### config.mk
export PLATFORM = sky130hd
export DESIGN_NAME = hazardUnit
export DESIGN_NICKNAME = d
export VERILOG_FILES = /design/src/procPkg.sv /design/src/hazardUnit.sv
export SDC_FILE = /design/constraint.sdc
export NUM_CORES = 1
export LEC_CHECK = 0
export BUFFER_PORTS_ARGS = -buffer_cell sky130_fd_sc_hd__buf_2
export CAP_MARGIN = 30
export CORE_AREA = 10 10 47 49
export DETAILED_ROUTE_END_ITERATION = 7
export DIE_AREA = 0 0 57 59
export PLACE_DENSITY = 0.86
export SLEW_MARGIN = 0
export SYNTH_ARGS = -nofsm -noshare
export SYNTH_HDL_FRONTEND = slang
export SYNTH_SLANG_ARGS = --single-unit
### constraint.sdc
create_clock -name vclk -period 1.1
set_input_delay 0.11 -clock vclk [all_inputs]
set_output_delay 0.11 -clock vclk [all_outputs]
set_load 0.02 [all_outputs]
### src/procPkg.sv
`default_nettype none

package procPkg;

    typedef logic [15:0] dataT;
    typedef logic [2:0]  regAddrT;

    // major opcode, always bits 15:12
    typedef enum logic [3:0] {
        NOP  = 4'h0,
        ALU  = 4'h1,  // rd = rs func rt
        ADDI = 4'h2,  // rd = rs + imm
        LD   = 4'h3,  // rd = mem[rs + imm]
        ST   = 4'h4,  // mem[rs + imm] = rd
        PUSH = 4'h5,  // mem[sp] = rs, then sp--
        POP  = 4'h6,  // sp++, then rd = mem[sp]
        IN   = 4'h7,  // rd = inPort
        OUT  = 4'h8,  // outPort = rs
        JZ   = 4'h9,  // pc = rs if zero flag
        JMP  = 4'hA,  // pc = rs
        HALT = 4'hB
    } opcodeT;

    typedef enum logic [2:0] {
        ADD = 3'd0,
        SUB = 3'd1,
        AND = 3'd2,
        OR  = 3'd3,
        XOR = 3'd4,
        SHL = 3'd5,
        SHR = 3'd6,
        NOT = 3'd7
    } aluFuncT;

    // register form, func in the low bits
    typedef struct packed {
        opcodeT  opcode;
        regAddrT rd;
        regAddrT rs;
        regAddrT rt;
        aluFuncT func;
    } regFormT;

    // immediate form, rt and func give way to a signed constant
    typedef struct packed {
        opcodeT             opcode;
        regAddrT            rd;
        regAddrT            rs;
        logic signed [5:0]  imm;
    } immFormT;

    typedef union packed {
        regFormT regForm;
        immFormT immForm;
    } instrWordT;

    typedef struct packed {
        logic    regWrite;
        logic    memRead;
        logic    memWrite;
        logic    memToReg;
        logic    useImm;
        logic    isPush;
        logic    isPop;
        logic    isIn;
        logic    isOut;
        logic    isJz;
        logic    isJmp;
        logic    isHalt;
        aluFuncT aluFunc;
    } ctrlT;

    typedef struct packed {
        dataT      pc;
        instrWordT instr;
        logic      valid;
    } ifIdT;

    typedef struct packed {
        dataT    pc;
        ctrlT    ctrl;
        dataT    opA;
        dataT    opB;
        dataT    imm;
        regAddrT rs;
        regAddrT rt;
        regAddrT rd;
        logic    valid;
    } idExT;

    typedef struct packed {
        dataT    pc;
        ctrlT    ctrl;
        dataT    result;
        dataT    storeData;
        regAddrT rd;
        logic    valid;
    } exMemT;

    typedef struct packed {
        dataT    pc;
        ctrlT    ctrl;
        dataT    result;
        dataT    memData;
        regAddrT rd;
        logic    valid;
    } memWbT;

    // operand bypass selects
    localparam logic [1:0] FwdReg = 2'd0;
    localparam logic [1:0] FwdMem = 2'd1;
    localparam logic [1:0] FwdWb  = 2'd2;

endpackage

`default_nettype wire

### src/hazardUnit.sv
`timescale 1ns/1ps
`default_nettype none

module hazardUnit (
    input  procPkg::regAddrT  decRs,
    input  procPkg::regAddrT  decRt,
    input  procPkg::idExT     idEx,
    input  logic              branchTaken,
    output logic              stall,
    output logic              flush
);
    // LD or POP in execute, data only exists after memory
    logic loadInEx;
    logic srcMatch;

    assign loadInEx = idEx.valid && idEx.ctrl.memRead && idEx.rd != '0;
    assign srcMatch = (idEx.rd == decRs) || (idEx.rd == decRt);

    // taken branch kills both younger slots
    assign flush = branchTaken;

    // fetch and decode test flush first, so flush wins there
    assign stall = loadInEx && srcMatch;

    // a load in execute is never a branch so both never rise together
    always_comb begin
        assert final (!(stall && flush))
            else $error("stall raised during flush");
    end

endmodule

`default_nettype wire

==> results.py <==
metrics = {
    "die": {
        "rows": 14,
        "start_util_pct": 6.61,
        "die_y_um": 59,
        "die_area_mm2": 0.00336,
        "ioPinCount": 98,
        "die_w_um": 57,
        "core_mm2": 0.00140,
    },
    "cells_and_area": {
        "fin_cells": 40,
        "area_delta_synth_final_pct": 78.4,
        "n_clock_buffer": 0,
        "nFlopsAndLatches": 0,
        "layout.area.seq_um2": 0,
        "num-nets-final": 122,
        "antennaDiodeCount": 0,
        "drive_gt1_share_pct": 54.2,
    },
    "logic_synthesis": {
        "synth.lib_cells_used.distinct": 8,
        "synth_most_common_cell": "xnor2_1",
        "synth_common_cells": "xnor2_1 (4), nor2_1 (2), o211ai_1 (2)",
        "synthTopCellsByArea": "xnor2_1 (38%), o211ai_1 (16%), o311ai_0 (9.5%)",
        "yosysTopAreaCellShare_pct": 37.8,
        "synth_largest_area_cell": "xnor2_1",
        "ys_warn_count": 0,
        "synth_nets": 109,
        "syn_area_um2": 92.6,
        "synth.avg_cell_area_um2": 7.12,
        "synthCells": 13,
        "ys_seq_area_share_pct": 0,
    },
    "grt": {
        "grt_overflow": 0,
        "track_usage_pct": 2.41,
        "grt_first_pass_wirelength_um": 662,
        "grt_pass1_vias": 143,
        "grt_max_degree": 6,
        "antenna_found_initial": 0,
    },
    "timing": {
        "final-hold-violation-count": 0,
        "grt_setup_unrepaired": "false",
        "max_freq_mhz": 1070,
        "min_period_ps": 936,
        "timing.final.crit_share_pct": 85.1,
        "max_slew_margin_pct": 80.1,
        "finalSetupViolations": 0,
        "fin_setup_tns_ps": 0,
        "slew_violations": 0,
        "tightest_slew_ps": 295,
    },
    "pwr": {
        "leakage_nw": 0.0698,
        "ir_drop_v": 0.0000727,
        "p_per_area_mw_per_mm2": 320,
    },
    "place": {
        "port_buffers": 12,
        "dp_cells": 40,
        "place_congestion": 0.663,
    },
    "detailed_routing": {
        "route.met2.wl_um": 205,
        "drt-pass1-iter-count": 1,
        "vias": 133,
        "antenna_left": 0,
        "topRoutingLayerUsed": "met3",
        "via_per_inst": 3.33,
        "drtIter0Drc": 0,
        "wire_per_inst_um": 11.6,
        "drc": 0,
        "m1WireLength_um": 215,
        "wl_um": 463,
        "wl_met3_um": 43,
    },
    "setup_path": {
        "critPathCaptureType": "primary output",
        "crit_arrival_ps": 830,
        "worstPathRequired_ps": 990,
        "crit_path_max_fanout": 5,
        "path_class": "in2out",
        "startpoint_type": "primary input",
    },
    "hold_path": {
        "hold_class": "in2out",
    },
    "clocking": {
        "cts_resized": 0,
        "postCtsHoldBufs": 0,
        "cts_setup_buffers": 0,
    },
    "run": {
        "cap_violations": 0,
    },
    "status": {
        "status": "finished, final reports clean",
    },
}
-- worst paths after layout --
path	from	endpoint	slack (ps)	cells past startpoint
setup / recovery	idEx[1]	stall	160	5
hold / removal	branchTaken	flush	220	0
-- routing by layer --
layer  GRT usage, %  vias to the layer above
met3           1.07                        0
met5              0                        -
met2           3.72                        9
met1           3.18                       56
li1               -                       68
met4              0                        0
-- metrics by stage --
stage / setup WS [ps] / instance area (um^2) / util (%) / hold WS (ps) / power [mW]
after detailed placement: 159 / 165 / 11.8 / 221 / 0.0533
after global routing: 115 / 165 / 11.8 / 220 / 0.0581
after global placement: 183 / 165 / 11.8 / 221 / 0.0512
after floorplan: 277 / 92.6 / - / 333 / 0.0294
after CTS: 154 / 165 / 11.8 / 221 / 0.0537
final: 164 / 165 / 11.8 / 220 / 0.0529
-- report_power, final --
group          internal [mW]  switching, mW  total (mW)  leakage [nW]
sequential                 0              0           0             0
clock                      0              0           0             0
combinational         0.0305         0.0224      0.0529        0.0698
-- critical path, cell delays in order --
cell and delay [ps]:
buf_2 120, and2_1 160, o211ai_1 170, a21oi_1 90
buf_2 170
-- layout by cell type, fill, tap and decap left out --
cell type  Yosys  routed
and2_2         1       1
o311ai_0       1       1
xnor2_1        4       4
a21oi_1        1       1
and2_1         1       1
o211ai_1       2       2
nor2_1         2       2
buf_2          0      12
-- final cells by class --
class | count | area, um^2
Multi-Input combinational cell | 12 | 85.1
Timing Repair Buffer | 12 | 60.1
Tap cell | 16 | 20.0
Fill cell | 175 | 1240
-- cell families after synthesis --
logic type | synth area share, %
buf+inv | 8.11
compound gates | 31.1
simple gates | 23.0
xor+xnor | 37.8
Power figures use the tool's default switching activity.
