==> src/procPkg.sv <==
`default_nettype none

package procPkg;

    typedef logic [15:0] dataT;
    typedef logic [2:0]  regAddrT;

    // major opcode, always bits 15:12
    typedef enum logic [3:0] {
        NOP  = 4'h0,
        ALU  = 4'h1,  // rd = rs func rt
        ADDI = 4'h2,  // rd = rs + imm
        LD   = 4'h3,  // rd = mem[rs + imm]
        ST   = 4'h4,  // mem[rs + imm] = rd
        PUSH = 4'h5,  // mem[sp] = rs, then sp--
        POP  = 4'h6,  // sp++, then rd = mem[sp]
        IN   = 4'h7,  // rd = inPort
        OUT  = 4'h8,  // outPort = rs
        JZ   = 4'h9,  // pc = rs if zero flag
        JMP  = 4'hA,  // pc = rs
        HALT = 4'hB
    } opcodeT;

    typedef enum logic [2:0] {
        ADD = 3'd0,
        SUB = 3'd1,
        AND = 3'd2,
        OR  = 3'd3,
        XOR = 3'd4,
        SHL = 3'd5,
        SHR = 3'd6,
        NOT = 3'd7
    } aluFuncT;

    // register form, func in the low bits
    typedef struct packed {
        opcodeT  opcode;
        regAddrT rd;
        regAddrT rs;
        regAddrT rt;
        aluFuncT func;
    } regFormT;

    // immediate form, rt and func give way to a signed constant
    typedef struct packed {
        opcodeT             opcode;
        regAddrT            rd;
        regAddrT            rs;
        logic signed [5:0]  imm;
    } immFormT;

    typedef union packed {
        regFormT regForm;
        immFormT immForm;
    } instrWordT;

    typedef struct packed {
        logic    regWrite;
        logic    memRead;
        logic    memWrite;
        logic    memToReg;
        logic    useImm;
        logic    isPush;
        logic    isPop;
        logic    isIn;
        logic    isOut;
        logic    isJz;
        logic    isJmp;
        logic    isHalt;
        aluFuncT aluFunc;
    } ctrlT;

    typedef struct packed {
        dataT      pc;
        instrWordT instr;
        logic      valid;
    } ifIdT;

    typedef struct packed {
        dataT    pc;
        ctrlT    ctrl;
        dataT    opA;
        dataT    opB;
        dataT    imm;
        regAddrT rs;
        regAddrT rt;
        regAddrT rd;
        logic    valid;
    } idExT;

    typedef struct packed {
        dataT    pc;
        ctrlT    ctrl;
        dataT    result;
        dataT    storeData;
        regAddrT rd;
        logic    valid;
    } exMemT;

    typedef struct packed {
        dataT    pc;
        ctrlT    ctrl;
        dataT    result;
        dataT    memData;
        regAddrT rd;
        logic    valid;
    } memWbT;

    // operand bypass selects
    localparam logic [1:0] FwdReg = 2'd0;
    localparam logic [1:0] FwdMem = 2'd1;
    localparam logic [1:0] FwdWb  = 2'd2;

endpackage

`default_nettype wire

==> src/fetchStage.sv <==
`timescale 1ns/1ps
`default_nettype none

module fetchStage #(
    parameter int ImemDepth = 256
) (
    input  logic           clk,
    input  logic           rstN,
    input  logic           progWe,
    input  procPkg::dataT  progAddr,
    input  procPkg::dataT  progData,
    input  logic           stall,
    input  logic           flush,
    input  logic           branchTaken,
    input  procPkg::dataT  branchTarget,
    input  logic           stop,
    output procPkg::ifIdT  ifId
);
    import procPkg::*;

    localparam int Iaw = $clog2(ImemDepth);

    dataT      imem [ImemDepth];
    dataT      pc;
    instrWordT fetched;
    // a HALT is already in the pipe, nothing behind it may issue
    logic      haltSeen;

    // loader writes only while the core is held in reset
    always_ff @(posedge clk) begin
        if (progWe && !rstN) begin
            imem[progAddr[Iaw-1:0]] <= progData;
        end
    end

    assign fetched = imem[pc[Iaw-1:0]];

    always_ff @(posedge clk or negedge rstN) begin
        if (!rstN) begin
            pc       <= '0;
            haltSeen <= 1'b0;
            ifId     <= '0;
        end else if (flush) begin
            // shadow of a taken branch, a HALT in it never counted
            ifId.valid <= 1'b0;
            haltSeen   <= 1'b0;
            if (branchTaken) begin
                pc <= branchTarget;
            end
        end else if (!stall) begin
            if (stop || haltSeen) begin
                ifId.valid <= 1'b0;
            end else begin
                ifId.pc    <= pc;
                ifId.instr <= fetched;
                ifId.valid <= 1'b1;
                pc         <= pc + 16'd1;
                haltSeen   <= (fetched.regForm.opcode == HALT);
            end
        end
    end

    // program port is a reset-time path only
    assert property (@(posedge clk) rstN |-> !progWe)
        else $error("progWe asserted outside reset");

endmodule

`default_nettype wire

==> config.mk <==
export PLATFORM = sky130hd
export DESIGN_NAME = fetchStage
export DESIGN_NICKNAME = d
export VERILOG_FILES = /design/src/procPkg.sv /design/src/fetchStage.sv
export SDC_FILE = /design/constraint.sdc
export NUM_CORES = 2
export LEC_CHECK = 0
export BUFFER_PORTS_ARGS = -buffer_cell sky130_fd_sc_hd__buf_2
export CORE_ASPECT_RATIO = 2
export CORE_MARGIN = 2
export CORE_UTILIZATION = 57
export CTS_CLUSTER_DIAMETER = 150
export DETAILED_ROUTE_END_ITERATION = 12
export PLACE_DENSITY = 0.74
export SLEW_MARGIN = 5
export SYNTH_ARGS = -nofsm -noshare
export SYNTH_HDL_FRONTEND = slang
export SYNTH_SLANG_ARGS = --single-unit
==> constraint.sdc <==
create_clock -name clk -period 3.3 [get_ports clk]
set_clock_uncertainty 0.15 [all_clocks]
set_input_delay 0.33 -clock clk [delete_from_list [all_inputs] [get_ports clk]]
set_output_delay 0.33 -clock clk [all_outputs]
set_load 0.03 [all_outputs]
==> metrics.md <==
| Metric | Value |
|---|---|
| Total Routed Length | `472,000 um` |
| Yosys reg bits | `4,146` |
| Distinct cells, synth | `63` |
| Non-filler cells, final | `11,700` |
| Clk root buf | `clkbuf_16` |
| Sequential share of the synthesized area | `78.0%` |
| Critical Path AT | `4820 ps` |
| Post-Synth XOR/XNOR Area | `0%` |
| Max-cap violations | `0` |
| Slew @ Worst Pin | `1140 ps` |
| Post-synth top flop | `edfxtp_1` |
| Status | `finished, violations left` |
| CP most frequent cell | `mux4_2` |
| CP Class | `flop to flop` |
| CTS tree | `yes` |
| Largest family of logic cells by synthesized area | `multiplexers` |
| Failing checks | `setup timing` |
| Fmax | `238 MHz` |
| Max-slew violations | `0` |
| Deepest clock path buffer count | `4` |
| Drt first pass iters | `7` |
| Slew headroom | `24.2%` |
| All-Layer GR Usage | `33.0%` |
| # placed instances | `10,900` |
| Remaining DRCs | `0` |
| Final HPWL DP | `278,000 um` |
| Post-layout nets | `7,768` |
| H-Tree Depth | `5` |
| First-pass GRT wire length | `641,000 um` |
| Number of synthesized flops with an enable pin | `4,096` |
| Antenna-violating nets left | `0` |
| Final setup violation count | `17` |
| Setup ws final | `-897 ps` |
| Post-Route Setup TNS | `-12,320 ps` |
| Type of the tightest min-delay check | `input port to flop` |
| Critical Path Max Stage Delay | `850 ps` |
| PwrDens | `676 mW/mm^2` |
| Leakage | `58.4 nW` |
| Number of failing hold endpoints at the final stage | `0` |
| Largest net degree at the start of global routing | `140` |
| Congestion Overflow GR | `0` |
| Die area | `0.284 mm^2` |
| Synth Area in Adders | `0.00786%` |
| Share of cells above drive strength 1 | `35.9%` |
| Critical path fanouts, max | `17` |
| Die X | `378 um` |
| Critical Path Start Type | `flop` |
| Crit-path cells | `buf_12, buf_16, buf_16, mux4_2, mux4_2, mux4_2, a2111oi_4, buf_4, a311oi_2` |
| Synth Warn # | `0` |
| Simple-Gate Fraction of Synth Area | `1.45%` |
| VDD IR max | `0.000552 V` |
| Syn nets | `6,779` |
| Mapped Area | `0.159 mm^2` |
| Die Ht | `751 um` |
| Clk sinks | `4,146` |
| Io pins | `88` |
| Vias in the first global route | `82,800` |
| Post-synthesis mux area share | `18.0%` |
| Via count | `81,500` |
| Port bufs | `79` |
| Rows | `274` |
| Wire length per cell | `40.2 um` |
| Routability cong. | `0.925` |
| Clock-pin slew on the worst setup and hold paths | `80 ps` |
| Share of the clock period used by the worst path | `127%` |
| Critical Path End Type | `flop` |
| Initial antenna violation count | `45` |
| DR iter-0 viols | `13,200` |
| Core area | `0.278 mm^2` |
| CTS Buf Count | `336` |
| Compound-Gate Fraction of Synth Area | `1.29%` |
| Gate Count Post-Synth | `6,723` |
| CP max stage cell | `a2111oi_4` |
| Later-pin clock latency in the skew report | `950 ps` |
| Post-Place Worst Slack | `-1580 ps` |
| Final Util | `66.4%` |
| Async S/R FF share, synth | `1.21%` |
| Min Tclk post-route | `4200 ps` |
| RSZ-0062 raised after global routing | `true` |
| Via density | `6.94` |
| Initial Util | `57.3%` |
| Mean Syn Cell Area | `23.7 um^2` |
| Area growth from synthesis to layout | `16.0%` |
| Worst Path Required | `3930 ps` |
worst max-delay path, delay by kind of cell, from the launching register on:
| kind | cells | cell delay (ps) |
|---|---|---|
| AO/OA/AOI/OAI | 2 | 890 |
| multiplexers | 3 | 1670 |
| flip-flops | 1 | 440 |
| buffers and inverters | 4 | 810 |
placed cells by master (no fill, tap or decap), types with 43 or more instances in the layout:
cell and instances:
edfxtp_1 4096, mux4_2 1219, buf_4 654, clkbuf_16 355
nor2_1 222, buf_12 154, nand2_1 114, mux2i_1 95
nor2_2 65, buf_2 64, clkinv_1 63, clkbuf_1 57
a21oi_1 51, dlygate4sd3_1 51, diode_2 48, o21ai_0 47
clkinv_2 47, dfrtp_1 44, buf_6 43
logic make-up after synthesis:
group           Yosys count
compound gates          302
fa+ha+maj                 1
buf+inv                 396
flops                  4146
mux                    1338
simple gates            540
registers in the layout, summed over array words and instances, names as in the netlist:
signal,count
haltSeen,1
imem,4096
ifId,33
pc,16
per-layer routing:
metal | track usage, % | wire length (um) | up-vias
li1 | - | - | 30800
met1 | 37.2 | 139000 | 42400
met2 | 55.1 | 238000 | 6565
met3 | 7.11 | 50900 | 1619
met4 | 25.1 | 44200 | 24
met5 | 0.442 | 344 | -
cells in the mapped netlist (4+ instances only):
library cell,instances,share of area (%)
a2111oi_0,12,0.066
a211oi_1,23,0.11
a21oi_1,60,0.19
a221oi_1,15,0.083
a22o_1,6,0.033
a22oi_1,31,0.15
a311oi_1,9,0.050
a31oi_1,7,0.028
and2_0,5,0.020
buf_1,29,0.068
buf_2,125,0.39
buf_4,30,0.14
buf_6,22,0.16
clkbuf_1,182,0.43
dfrtp_1,50,0.79
edfxtp_1,4096,77
inv_1,7,0.017
mux2_2,16,0.11
mux2i_1,103,0.65
mux4_2,1219,17
nand2_1,116,0.27
nand2b_1,14,0.055
nand3_1,34,0.11
nand4_1,13,0.051
nor2_1,289,0.68
nor2b_1,23,0.090
nor3_1,20,0.063
nor4_1,7,0.028
o211ai_1,9,0.042
o21ai_0,51,0.16
o21ai_1,6,0.019
o221ai_1,8,0.044
o22ai_1,26,0.10
o31ai_1,6,0.028
or3_1,4,0.016
path summary, 6_finish.rpt:
path / start / endpoint / slack, ps / depth (start not counted)
hold / removal: progAddr[4] / imem[49][13] / 50 / 4
max in group asynchronous: rstN / pc[5] / 1800 / 4
hold reg to reg: ifId[32] / ifId[32] / 320 / 2
setup reg to reg: pc[0] / ifId[10] / -900 / 9
setup / recovery: pc[0] / ifId[10] / -900 / 9
min in group asynchronous: rstN / ifId[22] / 560 / 4
cell type report:
class / count / area [um^2]
Antenna cell: 48 / 120
Clock buffer: 407 / 8920
Clock inverter: 191 / 1900
Fill cell: 16400 / 93400
Inverter: 8 / 30.0
Multi-Input combinational cell: 2181 / 33800
Sequential cell: 4146 / 124000
Tap cell: 3726 / 4660
Timing Repair Buffer: 1039 / 10900
through the flow:
step,hold slack (ps),power (mW),instance area (um^2)
after floorplan,-116,71.7,159000
final,47.7,125,185000
after global placement,305,81.9,171000
after detailed placement,307,82.2,171000
after global routing,73.2,127,185000
after CTS,3.93,123,183000
what timing repair did:
| item | 4_1_cts | 5_1_grt |
|---|---|---|
| buffers inserted | 25 | 85 |
| resized for setup | 154 | 99 |
| setup endpoints to repair | 19 | 19 |
| pin swaps | 16 | 28 |
| gates cloned | 10 | 10 |
| hold buffers | 51 | 0 |
| endpoints found under the hold margin | 981 | 0 |
power by group:
part	switching [mW]	total, mW	leakage (nW)	internal (mW)
registers	0.460	58.5	37.4	58.0
clock network	18.8	40.8	5.25	22.0
logic	14.3	25.5	15.7	11.2
Power figures use the tool's default switching activity.
