[src/procPkg.sv]
`default_nettype none

package procPkg;

    typedef logic [15:0] dataT;
    typedef logic [2:0]  regAddrT;

    // major opcode, always bits 15:12
    typedef enum logic [3:0] {
        NOP  = 4'h0,
        ALU  = 4'h1,  // rd = rs func rt
        ADDI = 4'h2,  // rd = rs + imm
        LD   = 4'h3,  // rd = mem[rs + imm]
        ST   = 4'h4,  // mem[rs + imm] = rd
        PUSH = 4'h5,  // mem[sp] = rs, then sp--
        POP  = 4'h6,  // sp++, then rd = mem[sp]
        IN   = 4'h7,  // rd = inPort
        OUT  = 4'h8,  // outPort = rs
        JZ   = 4'h9,  // pc = rs if zero flag
        JMP  = 4'hA,  // pc = rs
        HALT = 4'hB
    } opcodeT;

    typedef enum logic [2:0] {
        ADD = 3'd0,
        SUB = 3'd1,
        AND = 3'd2,
        OR  = 3'd3,
        XOR = 3'd4,
        SHL = 3'd5,
        SHR = 3'd6,
        NOT = 3'd7
    } aluFuncT;

    // register form, func in the low bits
    typedef struct packed {
        opcodeT  opcode;
        regAddrT rd;
        regAddrT rs;
        regAddrT rt;
        aluFuncT func;
    } regFormT;

    // immediate form, rt and func give way to a signed constant
    typedef struct packed {
        opcodeT             opcode;
        regAddrT            rd;
        regAddrT            rs;
        logic signed [5:0]  imm;
    } immFormT;

    typedef union packed {
        regFormT regForm;
        immFormT immForm;
    } instrWordT;

    typedef struct packed {
        logic    regWrite;
        logic    memRead;
        logic    memWrite;
        logic    memToReg;
        logic    useImm;
        logic    isPush;
        logic    isPop;
        logic    isIn;
        logic    isOut;
        logic    isJz;
        logic    isJmp;
        logic    isHalt;
        aluFuncT aluFunc;
    } ctrlT;

    typedef struct packed {
        dataT      pc;
        instrWordT instr;
        logic      valid;
    } ifIdT;

    typedef struct packed {
        dataT    pc;
        ctrlT    ctrl;
        dataT    opA;
        dataT    opB;
        dataT    imm;
        regAddrT rs;
        regAddrT rt;
        regAddrT rd;
        logic    valid;
    } idExT;

    typedef struct packed {
        dataT    pc;
        ctrlT    ctrl;
        dataT    result;
        dataT    storeData;
        regAddrT rd;
        logic    valid;
    } exMemT;

    typedef struct packed {
        dataT    pc;
        ctrlT    ctrl;
        dataT    result;
        dataT    memData;
        regAddrT rd;
        logic    valid;
    } memWbT;

    // operand bypass selects
    localparam logic [1:0] FwdReg = 2'd0;
    localparam logic [1:0] FwdMem = 2'd1;
    localparam logic [1:0] FwdWb  = 2'd2;

endpackage

`default_nettype wire

[src/executeStage.sv]
`timescale 1ns/1ps
`default_nettype none

module executeStage (
    input  logic            clk,
    input  logic            rstN,
    input  procPkg::idExT   idEx,
    input  logic [1:0]      fwdA,
    input  logic [1:0]      fwdB,
    input  procPkg::dataT   exFwdData,
    input  procPkg::dataT   wbFwdData,
    output procPkg::exMemT  exMem,
    output logic            branchTaken,
    output procPkg::dataT   branchTarget
);
    import procPkg::*;

    dataT a;
    dataT b;
    dataT aluB;
    dataT aluOut;
    dataT result;
    logic zFlag;
    logic setsFlag;

    function automatic dataT pickOperand(logic [1:0] sel, dataT regVal,
                                         dataT memVal, dataT wbVal);
        case (sel)
            FwdMem:  return memVal;
            FwdWb:   return wbVal;
            default: return regVal;
        endcase
    endfunction

    assign a    = pickOperand(fwdA, idEx.opA, exFwdData, wbFwdData);
    assign b    = pickOperand(fwdB, idEx.opB, exFwdData, wbFwdData);
    // address add for LD and ST goes through the same adder
    assign aluB = idEx.ctrl.useImm ? idEx.imm : b;

    always_comb begin
        case (idEx.ctrl.aluFunc)
            ADD:     aluOut = a + aluB;
            SUB:     aluOut = a - aluB;
            AND:     aluOut = a & aluB;
            OR:      aluOut = a | aluB;
            XOR:     aluOut = a ^ aluB;
            SHL:     aluOut = a << aluB[3:0];
            SHR:     aluOut = a >> aluB[3:0];
            default: aluOut = ~a;
        endcase
    end

    // IN carries inPort in b, OUT passes rs through
    assign result = idEx.ctrl.isIn ? b : (idEx.ctrl.isOut ? a : aluOut);

    // only ALU and ADDI touch the flag
    assign setsFlag = idEx.valid && idEx.ctrl.regWrite && !idEx.ctrl.memToReg
                      && !idEx.ctrl.isIn;

    always_ff @(posedge clk or negedge rstN) begin
        if (!rstN) begin
            zFlag <= 1'b0;
        end else if (setsFlag) begin
            zFlag <= (aluOut == '0);
        end
    end

    // JZ sees the flag left by older instructions
    assign branchTaken  = idEx.valid && (idEx.ctrl.isJmp || (idEx.ctrl.isJz && zFlag));
    assign branchTarget = a;

    always_ff @(posedge clk or negedge rstN) begin
        if (!rstN) begin
            exMem <= '0;
        end else begin
            exMem.pc        <= idEx.pc;
            exMem.ctrl      <= idEx.ctrl;
            exMem.result    <= result;
            // PUSH stores rs, ST stores rd routed through b
            exMem.storeData <= idEx.ctrl.isPush ? a : b;
            exMem.rd        <= idEx.rd;
            exMem.valid     <= idEx.valid;
        end
    end

endmodule

`default_nettype wire

[config.mk]
export PLATFORM = sky130hd
export DESIGN_NAME = executeStage
export DESIGN_NICKNAME = d
export VERILOG_FILES = /design/src/procPkg.sv /design/src/executeStage.sv
export SDC_FILE = /design/constraint.sdc
export NUM_CORES = 1
export LEC_CHECK = 0
export BUFFER_PORTS_ARGS = -buffer_cell sky130_fd_sc_hd__buf_4
export CORE_ASPECT_RATIO = 0.8
export CORE_MARGIN = 8
export CORE_UTILIZATION = 40
export CTS_BUF_LIST = sky130_fd_sc_hd__clkbuf_8
export CTS_CLUSTER_DIAMETER = 120
export DETAILED_ROUTE_END_ITERATION = 16
export MAX_ROUTING_LAYER = met4
export PLACE_DENSITY_LB_ADDON = 0.3
export RECOVER_POWER = 25
export SKIP_LAST_GASP = 1
export SLEW_MARGIN = 20
export SYNTH_ARGS = -nofsm -noshare
export SYNTH_HDL_FRONTEND = slang
export SYNTH_SLANG_ARGS = --single-unit
[constraint.sdc]
create_clock -name clk -period 1.4 [get_ports clk]
set_input_delay 0.07 -clock clk [delete_from_list [all_inputs] [get_ports clk]]
set_output_delay 0.07 -clock clk [all_outputs]
set_load 0.1 [all_outputs]
==> impl_metrics.ini <==
[status]
status = finished with violations
failed_checks = setup timing

[yosys]
ys_types = 70
synth-seq-cells = 68
synth-async-reset-ratio_pct = 100.0
avgSynthCellArea_um2 = 8.002
synthCells = 840
syn-num-nets = 1024
synth.area.top_cells = dfrtp_1, ha_1, mux2i_1
synthFlopType = dfrtp_1
ys_seq_area_share_pct = 25.32
synth_area_um2 = 6721
synth_top_area_share_pct = 25.32
yosysWarningCount = 0
synth-edff-count = 0
synth_area_leader_cell = dfrtp_1

[layout]
syn2layout_area_growth_pct = 83.97
layout.core_utilization_pct = 74.94
drive_gt1_share_pct = 49.67
final_nets = 1536

[cts]
clk_latency_ps = 360
cts_tree = yes
root_buffer = clkbuf_8
htreeDepth = 3
path_clk_slew_ps = 80
clkSinkCount = 68
cts_buffers = 9
clockBufferDepth = 2

[sta]
hold_viol = 0
final-max-slew-violation-count = 0
worst_slack_ps = -2497
relSlewSlack_pct = 4.064
period_share_pct = 278.4
whs_ps = 150.6
rsz0062_at_grt = true
finalSetupViolCount = 39
worst_slew_pin_slew_ps = 1439
fin_setup_tns_ps = -40520
max_freq_mhz = 256.6
worst_clock_skew_ps = 0
finalWorstPathRequiredPeriod_ps = 3897

[floorplanning]
row_count = 42
io_pins = 211
core_area_um2 = 16500
dieArea_um2 = 21230
start_util_pct = 40.73
dieHeight_um = 131.9
fp.dieW_um = 160.9

[routing]
vias_per_cell = 5.977
wire_per_inst_um = 24.87
dr_total_vias = 9432
wl_mm = 39.25
route.detailed.drc = 0
dr.pass1.iters = 6
dr.first_iter.drc_count = 1074
drtAntennaViolNets = 0

[hold_path]
holdCritPathClass = in2reg

[pwr]
p_per_area_nw_per_um2 = 1043
switchingPower_mw = 6.358
p_seq_share_pct = 17.3
share_comb_of_total_power_pct = 71.1
p_int_mw = 6.536
static-leakage-power_nw = 5.860
p_sw_share_pct = 49.31
clkPwrFrac_pct = 11.7
irDropWorstVdd_v = 0.0006030

[placed_design]
hpwl_mm = 29.14
place_ws_ps = -2928
gp_congestion = 1.060
port_buffers = 204

[worst_setup_path]
end_kind = flop
worstPathArrival_ps = 4140
critPathMaxFanout = 6
cp-start-kind = primary input
cp.required_ps = 1640
critPathKind = in2reg

[global_routing]
grt_overflow_total = 0
track_usage_pct = 35.81
grt_pass1_vias = 9388
antenna_found_initial = 1
grt_first_pass_wirelength_mm = 57.64
grt_max_degree = 42

[flow_run]
maxCapViolations = 0
[timing repair]
item,in CTS,in global routing
endpoints found under the setup margin,36,37
gates cloned,1,0
buffers inserted,29,24
pin swaps,72,32
endpoints found under the hold margin,98,0
hold buffers,31,0
gates resized for setup,159,49
[power groups by stage]
stage          sequential (mW)  combinational (mW)  clock [mW]
6_report                  2.23                9.17        1.50
5_1_grt                   2.24                9.51        1.61
4_1_cts                   2.21                8.62        1.47
3_5_place_dp              2.25                7.75           0
3_3_place_gp              2.24                7.72           0
2_1_floorplan             3.61                3.18           0
[synthesized netlist by cell type (4+ instances only)]
master	instances
nand2_1	100
o21ai_0	69
dfrtp_1	68
a21oi_1	67
nor2_1	59
ha_1	56
mux2i_1	46
inv_1	39
a22oi_1	30
clkbuf_1	28
xnor2_1	20
nor3_1	18
buf_2	16
o21ai_1	16
mux2_2	13
a31oi_1	12
o21a_1	12
nor2b_1	11
o211ai_1	11
a211oi_1	10
a221o_1	9
a221oi_1	9
nand3_1	7
o22ai_1	6
xor2_1	6
a222oi_1	5
a32oi_1	5
nor4_1	5
o221ai_1	5
or3_1	5
and3_1	4
buf_1	4
nand2b_1	4
o31a_1	4
o32ai_1	4
[logic make-up after synthesis]
kind of cell               share of synthesized area [%]
AOI/OAI and AO/OA                                  29.60
and+or+nand+nor                                    15.58
buffers and inverters                              6.366
DFF                                                25.32
muxes                                              9.028
adders and majority gates                          10.72
xor gates and xnor gates                           3.388
[flip-flops by register name, summed over array words and instances (netlist names)]
name   cells
exMem     67
zFlag      1
[worst max-delay path, stage by stage]
cell and delay (ps):
buf_8 90, inv_4 40, ha_4 260, a221o_1 320, o211ai_4 240, buf_6 140, inv_6 40, nor2_4 140
a21oi_2 90, xnor2_1 140, ha_1 320, buf_4 120, o211ai_1 100, buf_4 150, o211ai_1 260, nand4_1 170
buf_4 170, a31oi_4 230, nand3_2 100, and4_1 170, nor3_2 170, o21ai_1 110, nand3b_1 190, o41ai_2 290
[through the flow]
| step | cells | total power [mW] | instance area [um2] |
|---|---|---|---|
| 2_1_floorplan | 840 | 6.794 | 7069 |
| 3_3_place_gp | 1479 | 9.965 | 10620 |
| 3_5_place_dp | 1479 | 9.995 | 10620 |
| 4_1_cts | 1554 | 12.30 | 12000 |
| 5_1_grt | 1578 | 13.35 | 12370 |
| 6_report | 1578 | 12.89 | 12370 |
[routing by layer]
| metal | up-vias | routed length (um) | track usage [%] |
|---|---|---|---|
| met5 | - | 0 | - |
| met4 | 0 | 1234 | 11.70 |
| met3 | 103 | 4748 | 9.863 |
| met2 | 685 | 16790 | 51.91 |
| met1 | 4517 | 16480 | 47.28 |
| li1 | 4127 | - | - |
[layout make-up]
| class | instances | area [um2] |
|---|---|---|
| multi-input combinational | 674 | 5346 |
| timing repair buffer | 555 | 4678 |
| fill | 1193 | 4135 |
| sequential | 68 | 1702 |
| tap | 220 | 275.3 |
| inverter | 44 | 183.9 |
| clock buffer | 10 | 137.6 |
| clock inverter | 6 | 40.04 |
| antenna | 1 | 2.502 |
[path summary, 6_finish.rpt]
check / start / end / slack, ps / cells after the start
setup / recovery: fwdB[0] / zFlag$_DFFE_PN0P_ / -2500 / 24
hold / removal: idEx[59] / exMem[37]$_DFF_PN0_ / 150 / 2
setup reg to reg: zFlag$_DFFE_PN0P_ / zFlag$_DFFE_PN0P_ / 630 / 2
hold reg to reg: zFlag$_DFFE_PN0P_ / zFlag$_DFFE_PN0P_ / 620 / 2
max in group asynchronous: rstN / exMem[63]$_DFF_PN0_ / 500 / 3
min in group asynchronous: rstN / zFlag$_DFFE_PN0P_ / 260 / 2
[layout by cell type, fill, tap and decap left out, types with 9 or more instances in the layout]
cell type,instances
inv_1,34
nor2_1,54
dfrtp_1,68
o211ai_1,11
buf_6,22
clkbuf_8,10
o21ai_1,14
a221o_1,9
o21a_1,12
buf_8,9
ha_1,46
xnor2_1,17
clkbuf_4,20
dlygate4sd3_1,31
a31oi_1,10
a21oi_1,54
a22oi_1,27
a21oi_2,11
mux2_2,11
buf_12,22
o21ai_0,47
nor3_1,15
o21ai_4,16
nand2_1,96
mux2i_1,41
buf_4,445
No activity file was read; power rests on OpenSTA's default activity.
