$ cat src/procPkg.sv
`default_nettype none

package procPkg;

    typedef logic [15:0] dataT;
    typedef logic [2:0]  regAddrT;

    // major opcode, always bits 15:12
    typedef enum logic [3:0] {
        NOP  = 4'h0,
        ALU  = 4'h1,  // rd = rs func rt
        ADDI = 4'h2,  // rd = rs + imm
        LD   = 4'h3,  // rd = mem[rs + imm]
        ST   = 4'h4,  // mem[rs + imm] = rd
        PUSH = 4'h5,  // mem[sp] = rs, then sp--
        POP  = 4'h6,  // sp++, then rd = mem[sp]
        IN   = 4'h7,  // rd = inPort
        OUT  = 4'h8,  // outPort = rs
        JZ   = 4'h9,  // pc = rs if zero flag
        JMP  = 4'hA,  // pc = rs
        HALT = 4'hB
    } opcodeT;

    typedef enum logic [2:0] {
        ADD = 3'd0,
        SUB = 3'd1,
        AND = 3'd2,
        OR  = 3'd3,
        XOR = 3'd4,
        SHL = 3'd5,
        SHR = 3'd6,
        NOT = 3'd7
    } aluFuncT;

    // register form, func in the low bits
    typedef struct packed {
        opcodeT  opcode;
        regAddrT rd;
        regAddrT rs;
        regAddrT rt;
        aluFuncT func;
    } regFormT;

    // immediate form, rt and func give way to a signed constant
    typedef struct packed {
        opcodeT             opcode;
        regAddrT            rd;
        regAddrT            rs;
        logic signed [5:0]  imm;
    } immFormT;

    typedef union packed {
        regFormT regForm;
        immFormT immForm;
    } instrWordT;

    typedef struct packed {
        logic    regWrite;
        logic    memRead;
        logic    memWrite;
        logic    memToReg;
        logic    useImm;
        logic    isPush;
        logic    isPop;
        logic    isIn;
        logic    isOut;
        logic    isJz;
        logic    isJmp;
        logic    isHalt;
        aluFuncT aluFunc;
    } ctrlT;

    typedef struct packed {
        dataT      pc;
        instrWordT instr;
        logic      valid;
    } ifIdT;

    typedef struct packed {
        dataT    pc;
        ctrlT    ctrl;
        dataT    opA;
        dataT    opB;
        dataT    imm;
        regAddrT rs;
        regAddrT rt;
        regAddrT rd;
        logic    valid;
    } idExT;

    typedef struct packed {
        dataT    pc;
        ctrlT    ctrl;
        dataT    result;
        dataT    storeData;
        regAddrT rd;
        logic    valid;
    } exMemT;

    typedef struct packed {
        dataT    pc;
        ctrlT    ctrl;
        dataT    result;
        dataT    memData;
        regAddrT rd;
        logic    valid;
    } memWbT;

    // operand bypass selects
    localparam logic [1:0] FwdReg = 2'd0;
    localparam logic [1:0] FwdMem = 2'd1;
    localparam logic [1:0] FwdWb  = 2'd2;

endpackage

`default_nettype wire

$ cat src/memoryStage.sv
`timescale 1ns/1ps
`default_nettype none

module memoryStage #(
    parameter int DmemDepth  = 256,
    parameter int StackDepth = 16
) (
    input  logic            clk,
    input  logic            rstN,
    input  procPkg::exMemT  exMem,
    output procPkg::memWbT  memWb,
    output procPkg::dataT   memFwdData,
    output logic            stackOverflow
);
    import procPkg::*;

    localparam int             Daw   = $clog2(DmemDepth);
    localparam logic [Daw-1:0] SpTop = Daw'(DmemDepth - 1);

    // one array for data and stack, stack grows down from the top
    dataT           dmem [DmemDepth];
    dataT           rdData;
    logic [Daw-1:0] sp;
    logic [Daw-1:0] spUp;
    logic [Daw-1:0] addr;
    logic           live;
    logic           stackEmpty;
    logic           stackFull;
    logic           pushEn;
    logic           popEn;
    logic           pushOverflow;

    // nothing commits once the stack has overflowed
    assign live = exMem.valid && !stackOverflow;

    assign stackEmpty   = (sp == SpTop);
    assign stackFull    = ((SpTop - sp) == Daw'(StackDepth));
    assign pushEn       = live && exMem.ctrl.isPush && !stackFull;
    assign pushOverflow = live && exMem.ctrl.isPush && stackFull;
    assign popEn        = live && exMem.ctrl.isPop && !stackEmpty;
    assign spUp         = sp + 1'b1;

    // push at sp, pop from sp+1, else the computed address
    always_comb begin
        if (exMem.ctrl.isPush) begin
            addr = sp;
        end else if (exMem.ctrl.isPop) begin
            addr = spUp;
        end else begin
            addr = exMem.result[Daw-1:0];
        end
    end

    assign rdData = dmem[addr];

    always_ff @(posedge clk) begin
        if (pushEn || (live && exMem.ctrl.memWrite)) begin
            dmem[addr] <= exMem.storeData;
        end
    end

    // loaded value already visible to the bypass
    assign memFwdData = exMem.ctrl.memToReg ? rdData : exMem.result;

    always_ff @(posedge clk or negedge rstN) begin
        if (!rstN) begin
            sp            <= SpTop;
            stackOverflow <= 1'b0;
            memWb         <= '0;
        end else begin
            if (pushEn) begin
                sp <= sp - 1'b1;
            end else if (popEn) begin
                sp <= spUp;
            end
            // sticky until reset
            if (pushOverflow) begin
                stackOverflow <= 1'b1;
            end
            memWb.pc      <= exMem.pc;
            memWb.ctrl    <= exMem.ctrl;
            memWb.result  <= exMem.result;
            memWb.memData <= rdData;
            memWb.rd      <= exMem.rd;
            memWb.valid   <= live && !pushOverflow;
        end
    end

    // empty pop is flagged, sp stays parked at the top
    assert property (@(posedge clk) disable iff (!rstN)
        !(live && exMem.ctrl.isPop && stackEmpty))
        else $warning("POP from empty stack");

    // sp stays inside the stack window, no wrap past the top
    assert property (@(posedge clk) disable iff (!rstN)
        (SpTop - sp) <= Daw'(StackDepth))
        else $error("stack pointer moved past the top");

endmodule

`default_nettype wire

$ cat config.mk
export PLATFORM = sky130hd
export DESIGN_NAME = memoryStage
export DESIGN_NICKNAME = d
export VERILOG_FILES = /design/src/procPkg.sv /design/src/memoryStage.sv
export SDC_FILE = /design/constraint.sdc
export NUM_CORES = 2
export LEC_CHECK = 0
export BUFFER_PORTS_ARGS = -buffer_cell sky130_fd_sc_hd__buf_2
export CAP_MARGIN = 20
export CORE_ASPECT_RATIO = 1.2
export CORE_UTILIZATION = 45
export CTS_CLUSTER_DIAMETER = 80
export DETAILED_ROUTE_END_ITERATION = 6
export PLACE_DENSITY = 0.64
export SYNTH_ARGS = -nofsm -noshare
export SYNTH_HDL_FRONTEND = slang
export SYNTH_SLANG_ARGS = --single-unit
$ cat constraint.sdc
create_clock -name clk -period 15 [get_ports clk]
set_input_delay 0.75 -clock clk [delete_from_list [all_inputs] [get_ports clk]]
set_output_delay 0.75 -clock clk [all_outputs]
set_load 0.03 [all_outputs]
==> flow_summary_export.csv <==
group,metric,value,unit
detailed_routing,drc_errors,0,
floorplan,die_area,368000,um2
cts,clock_latency,1.00,ns
logic_synthesis,syn_area_per_cell,17.75,um2
timing,tns,0,ns
worst_setup_path,crit_type,"flip-flop to output port",
finish,layout_commonest_cell,"edfxtp_1",
logic_synthesis,synth_flop_cell,"edfxtp_1",
finish,drive_above_1_share,0.1963,
cts,clk_path_buf_depth,4,
logic_synthesis,netlist_instances,9268,
detailed_routing,drtIter0Drc,13180,
floorplan,dieHeight,664.3,um
cts,cts_tree,"yes",
floorplan,fp.coreArea,362700,um2
power,leakage,59.23,nW
timing,whs,0.06166,ns
global_routing,antenna_found_initial,30,
place,gp_congestion,0.9277,
detailed_routing,antenna_left,0,
global_routing,grt_first_pass_wirelength,705.0,mm
worst_setup_path,path_cells,"buf_4 > inv_1 > ha_1 > mux2_4 > o21a_4 > buf_12 > buf_12 > mux4_2 > mux2i_1 > mux2i_1 > a32oi_1 > and4_1 > o221ai_1 > mux2_2 > buf_2",
finish,fillers,28680,
timing,rsz0062_at_grt,"false",
logic_synthesis,synth_cell_types,94,
floorplan,start_util,0.4535,
global_routing,gr-total-overflow,0,
power,ir_worst_vdd,0.0001440,V
detailed_routing,firstDrtPassIters,7,
timing,fin_crit_sh,0.6518,
global_routing,grt.busiest_layer,"met2",
place,dpl.hpwl,290.8,mm
detailed_routing,routed_wl,504.5,mm
global_routing,grt_util_met1,0.3409,
cts,post_cts_buffers,0,
worst_setup_path,required,14.25,ns
cts,clk_pin_slew_worst_paths,0.07,ns
cts,cts.sink_count,4172,
worst_setup_path,path_buf_inv,5,
worst_setup_path,start_kind,"flip-flop",
floorplan,fp-row-count,242,
cts,root_buffer,"clkbuf_16",
place,port_buffers,152,
worst_setup_path,cpMaxStageDelayCell,"and4_1",
worst_hold_path,hp-class,"input port to flip-flop",
logic_synthesis,yosys_warnings,0,
global_routing,grt_max_degree,171,
timing,finalSetupViolations,0,
status,status,"finished, final reports clean",
flow_run,drv_cap,0,
finish,nets,9772,
logic_synthesis,synth_edf_count,4096,
power,cellPowerDensity,172.5,nW/um2
detailed_routing,wl_per_cell,34.06,um
cts,numCtsBuffers,404,
logic_synthesis,syn_area,164500,um2
logic_synthesis,synth_nets,9339,
global_routing,grt_use_met2,0.4267,
timing,finalHoldViolCount,0,
worst_setup_path,r2r-start,"sp[1]",
cts,cts_resized,0,
detailed_routing,vias_per_cell,6.458,
worst_setup_path,worstPathArrival,9.03,ns
logic_synthesis,synth.ff_latch_count,4172,
global_routing,grt_pass1_vias,93520,
floorplan,pin_count,153,
logic_synthesis,async_reset_ff_frac,0.01822,
cts,ctsHtreeMaxLevel,5,
detailed_routing,num_vias,95650,
worst_setup_path,path_max_fanout,117,
floorplan,die_w,553.9,um
timing,fin_crit,9.776,ns
timing,timing.fmax,0.1023,GHz
finish,final_cell_mix,"4096 x edfxtp_1, 990 x nand2_1, 808 x a21oi_1",
finish,area_delta_synth_final,12.79,%
worst_setup_path,endpoint_kind,"output port",
worst_setup_path,critical-path-max-stage-delay,0.89,ns
worst_setup_path,cp_top_family,"compound AO/OA/AOI/OAI gates",
timing,relSlewSlack,0.08672,
worst_hold_path,worstHoldStart,"exMem[26]",
timing,slew_viol_final,0,
global_routing,use_met3,0.06295,
logic_synthesis,ys_seq_area_frac,0.7594,
timing,fin_worst_skew,0.05573,ns
global_routing,grt_use_total,0.2692,
cts,cts_hold_buf,43,
worst_setup_path,critPathLaunch,"sp[1]",
timing,tightest_slew,1.364,ns
[cell families (layout without fill, tap and decap cells)]
| logic type | after synthesis | in the layout | synth area share |
|---|---|---|---|
| adder cells (fa/ha/maj) | 2 | 2 | 0.0001521 |
| other | 0 | 25 | 0 |
| XOR/XNOR | 7 | 7 | 0.0003727 |
| flip-flops | 4172 | 4172 | 0.7594 |
| AND/OR/NAND/NOR | 1711 | 1711 | 0.04384 |
| multiplexers | 876 | 876 | 0.09908 |
| AO/OA/AOI/OAI | 1827 | 1827 | 0.07332 |
| buffers and inverters | 673 | 1434 | 0.02386 |
[metrics by stage]
stage | power, mW | std cells | instance area (um2) | worst slack [ns] | util
floorplan | 18.32 | 9268 | 164500 | 9.573 | -
global placement | 21.71 | 13980 | 171600 | 6.153 | 0.4732
detailed placement | 21.84 | 14000 | 171900 | 6.132 | 0.4738
CTS | 31.88 | 14780 | 185400 | 5.735 | 0.5111
global route | 32.73 | 14790 | 185500 | 5.378 | 0.5113
finish | 32.00 | 14810 | 185500 | 5.224 | 0.5115
[registers in the layout (all words and copies together) (netlist names)]
signal / count
stackOverflow: 1
dmem: 4096
sp: 8
memWb: 67
[where the power goes]
group	switching, mW	leakage, nW	internal (mW)
logic	6.13	15.1	2.68
clock network	4.40	6.42	5.76
registers	0.0861	37.7	12.9
[synthesized netlist by cell type, types with 37 or more instances]
cell type / number / area [um2]
o211ai_1: 37 / 277.8
a211oi_1: 54 / 405.4
buf_2: 214 / 1071
buf_4: 82 / 615.6
dfrtp_1: 68 / 1702
nor3_1: 138 / 690.7
nand3_1: 71 / 355.3
a31oi_1: 81 / 506.7
nand2_1: 1014 / 3806
nor2_1: 323 / 1212
o21ai_0: 62 / 310.3
buf_6: 59 / 664.4
a22oi_1: 236 / 1772
a21oi_1: 808 / 4044
edfxtp_1: 4096 / 123000
mux4_2: 596 / 13420
a22o_1: 51 / 446.7
buf_1: 84 / 315.3
a221oi_1: 266 / 2330
clkbuf_1: 189 / 709.4
mux2i_1: 241 / 2412
[final timing paths]
| path | endpoint | slack, ns | depth (start not counted) |
|---|---|---|---|
| max in group asynchronous | memWb[31] | 13.51 | 3 |
| worst max-delay path | memFwdData[7] | 5.22 | 15 |
| min in group asynchronous | memWb[47] | 0.25 | 2 |
| worst max register to register | memWb[11] | 7.26 | 13 |
| worst min-delay path | memWb[26] | 0.06 | 1 |
| worst min register to register | stackOverflow | 0.53 | 1 |
[worst reg2reg max path, stage by stage, from the launching register on]
cell      delay (ns)
dfstp_2         0.53
buf_4           0.61
inv_1           0.16
ha_1            0.36
mux2_4          0.38
o21a_4          0.66
buf_12          0.59
buf_12          0.70
mux4_2          0.45
mux2i_1         0.25
mux2i_1         0.26
a32oi_1         0.68
and4_1          0.89
o221ai_1        0.80
[layout make-up]
cell class / count / area, um2 / share of cell area
clock inverters: 249 / 2496 / 0.01345
flip-flops and latches: 4172 / 124900 / 0.6733
inverters: 17 / 66.31 / 0.0003574
multi-input cells: 4423 / 36040 / 0.1943
diodes: 25 / 62.56 / 0.0003372
clock buffers: 485 / 10610 / 0.05718
well taps: 4758 / 5953 / 0.03209
repair buffers: 683 / 5386 / 0.02903
[metal layers]
layer | wire [um] | part of all wire
met5 | 115 | 0.00023
met4 | 32840 | 0.065
met3 | 57070 | 0.11
met2 | 236400 | 0.47
met1 | 178000 | 0.35
Note: power is estimated with default switching activity, not from simulation.
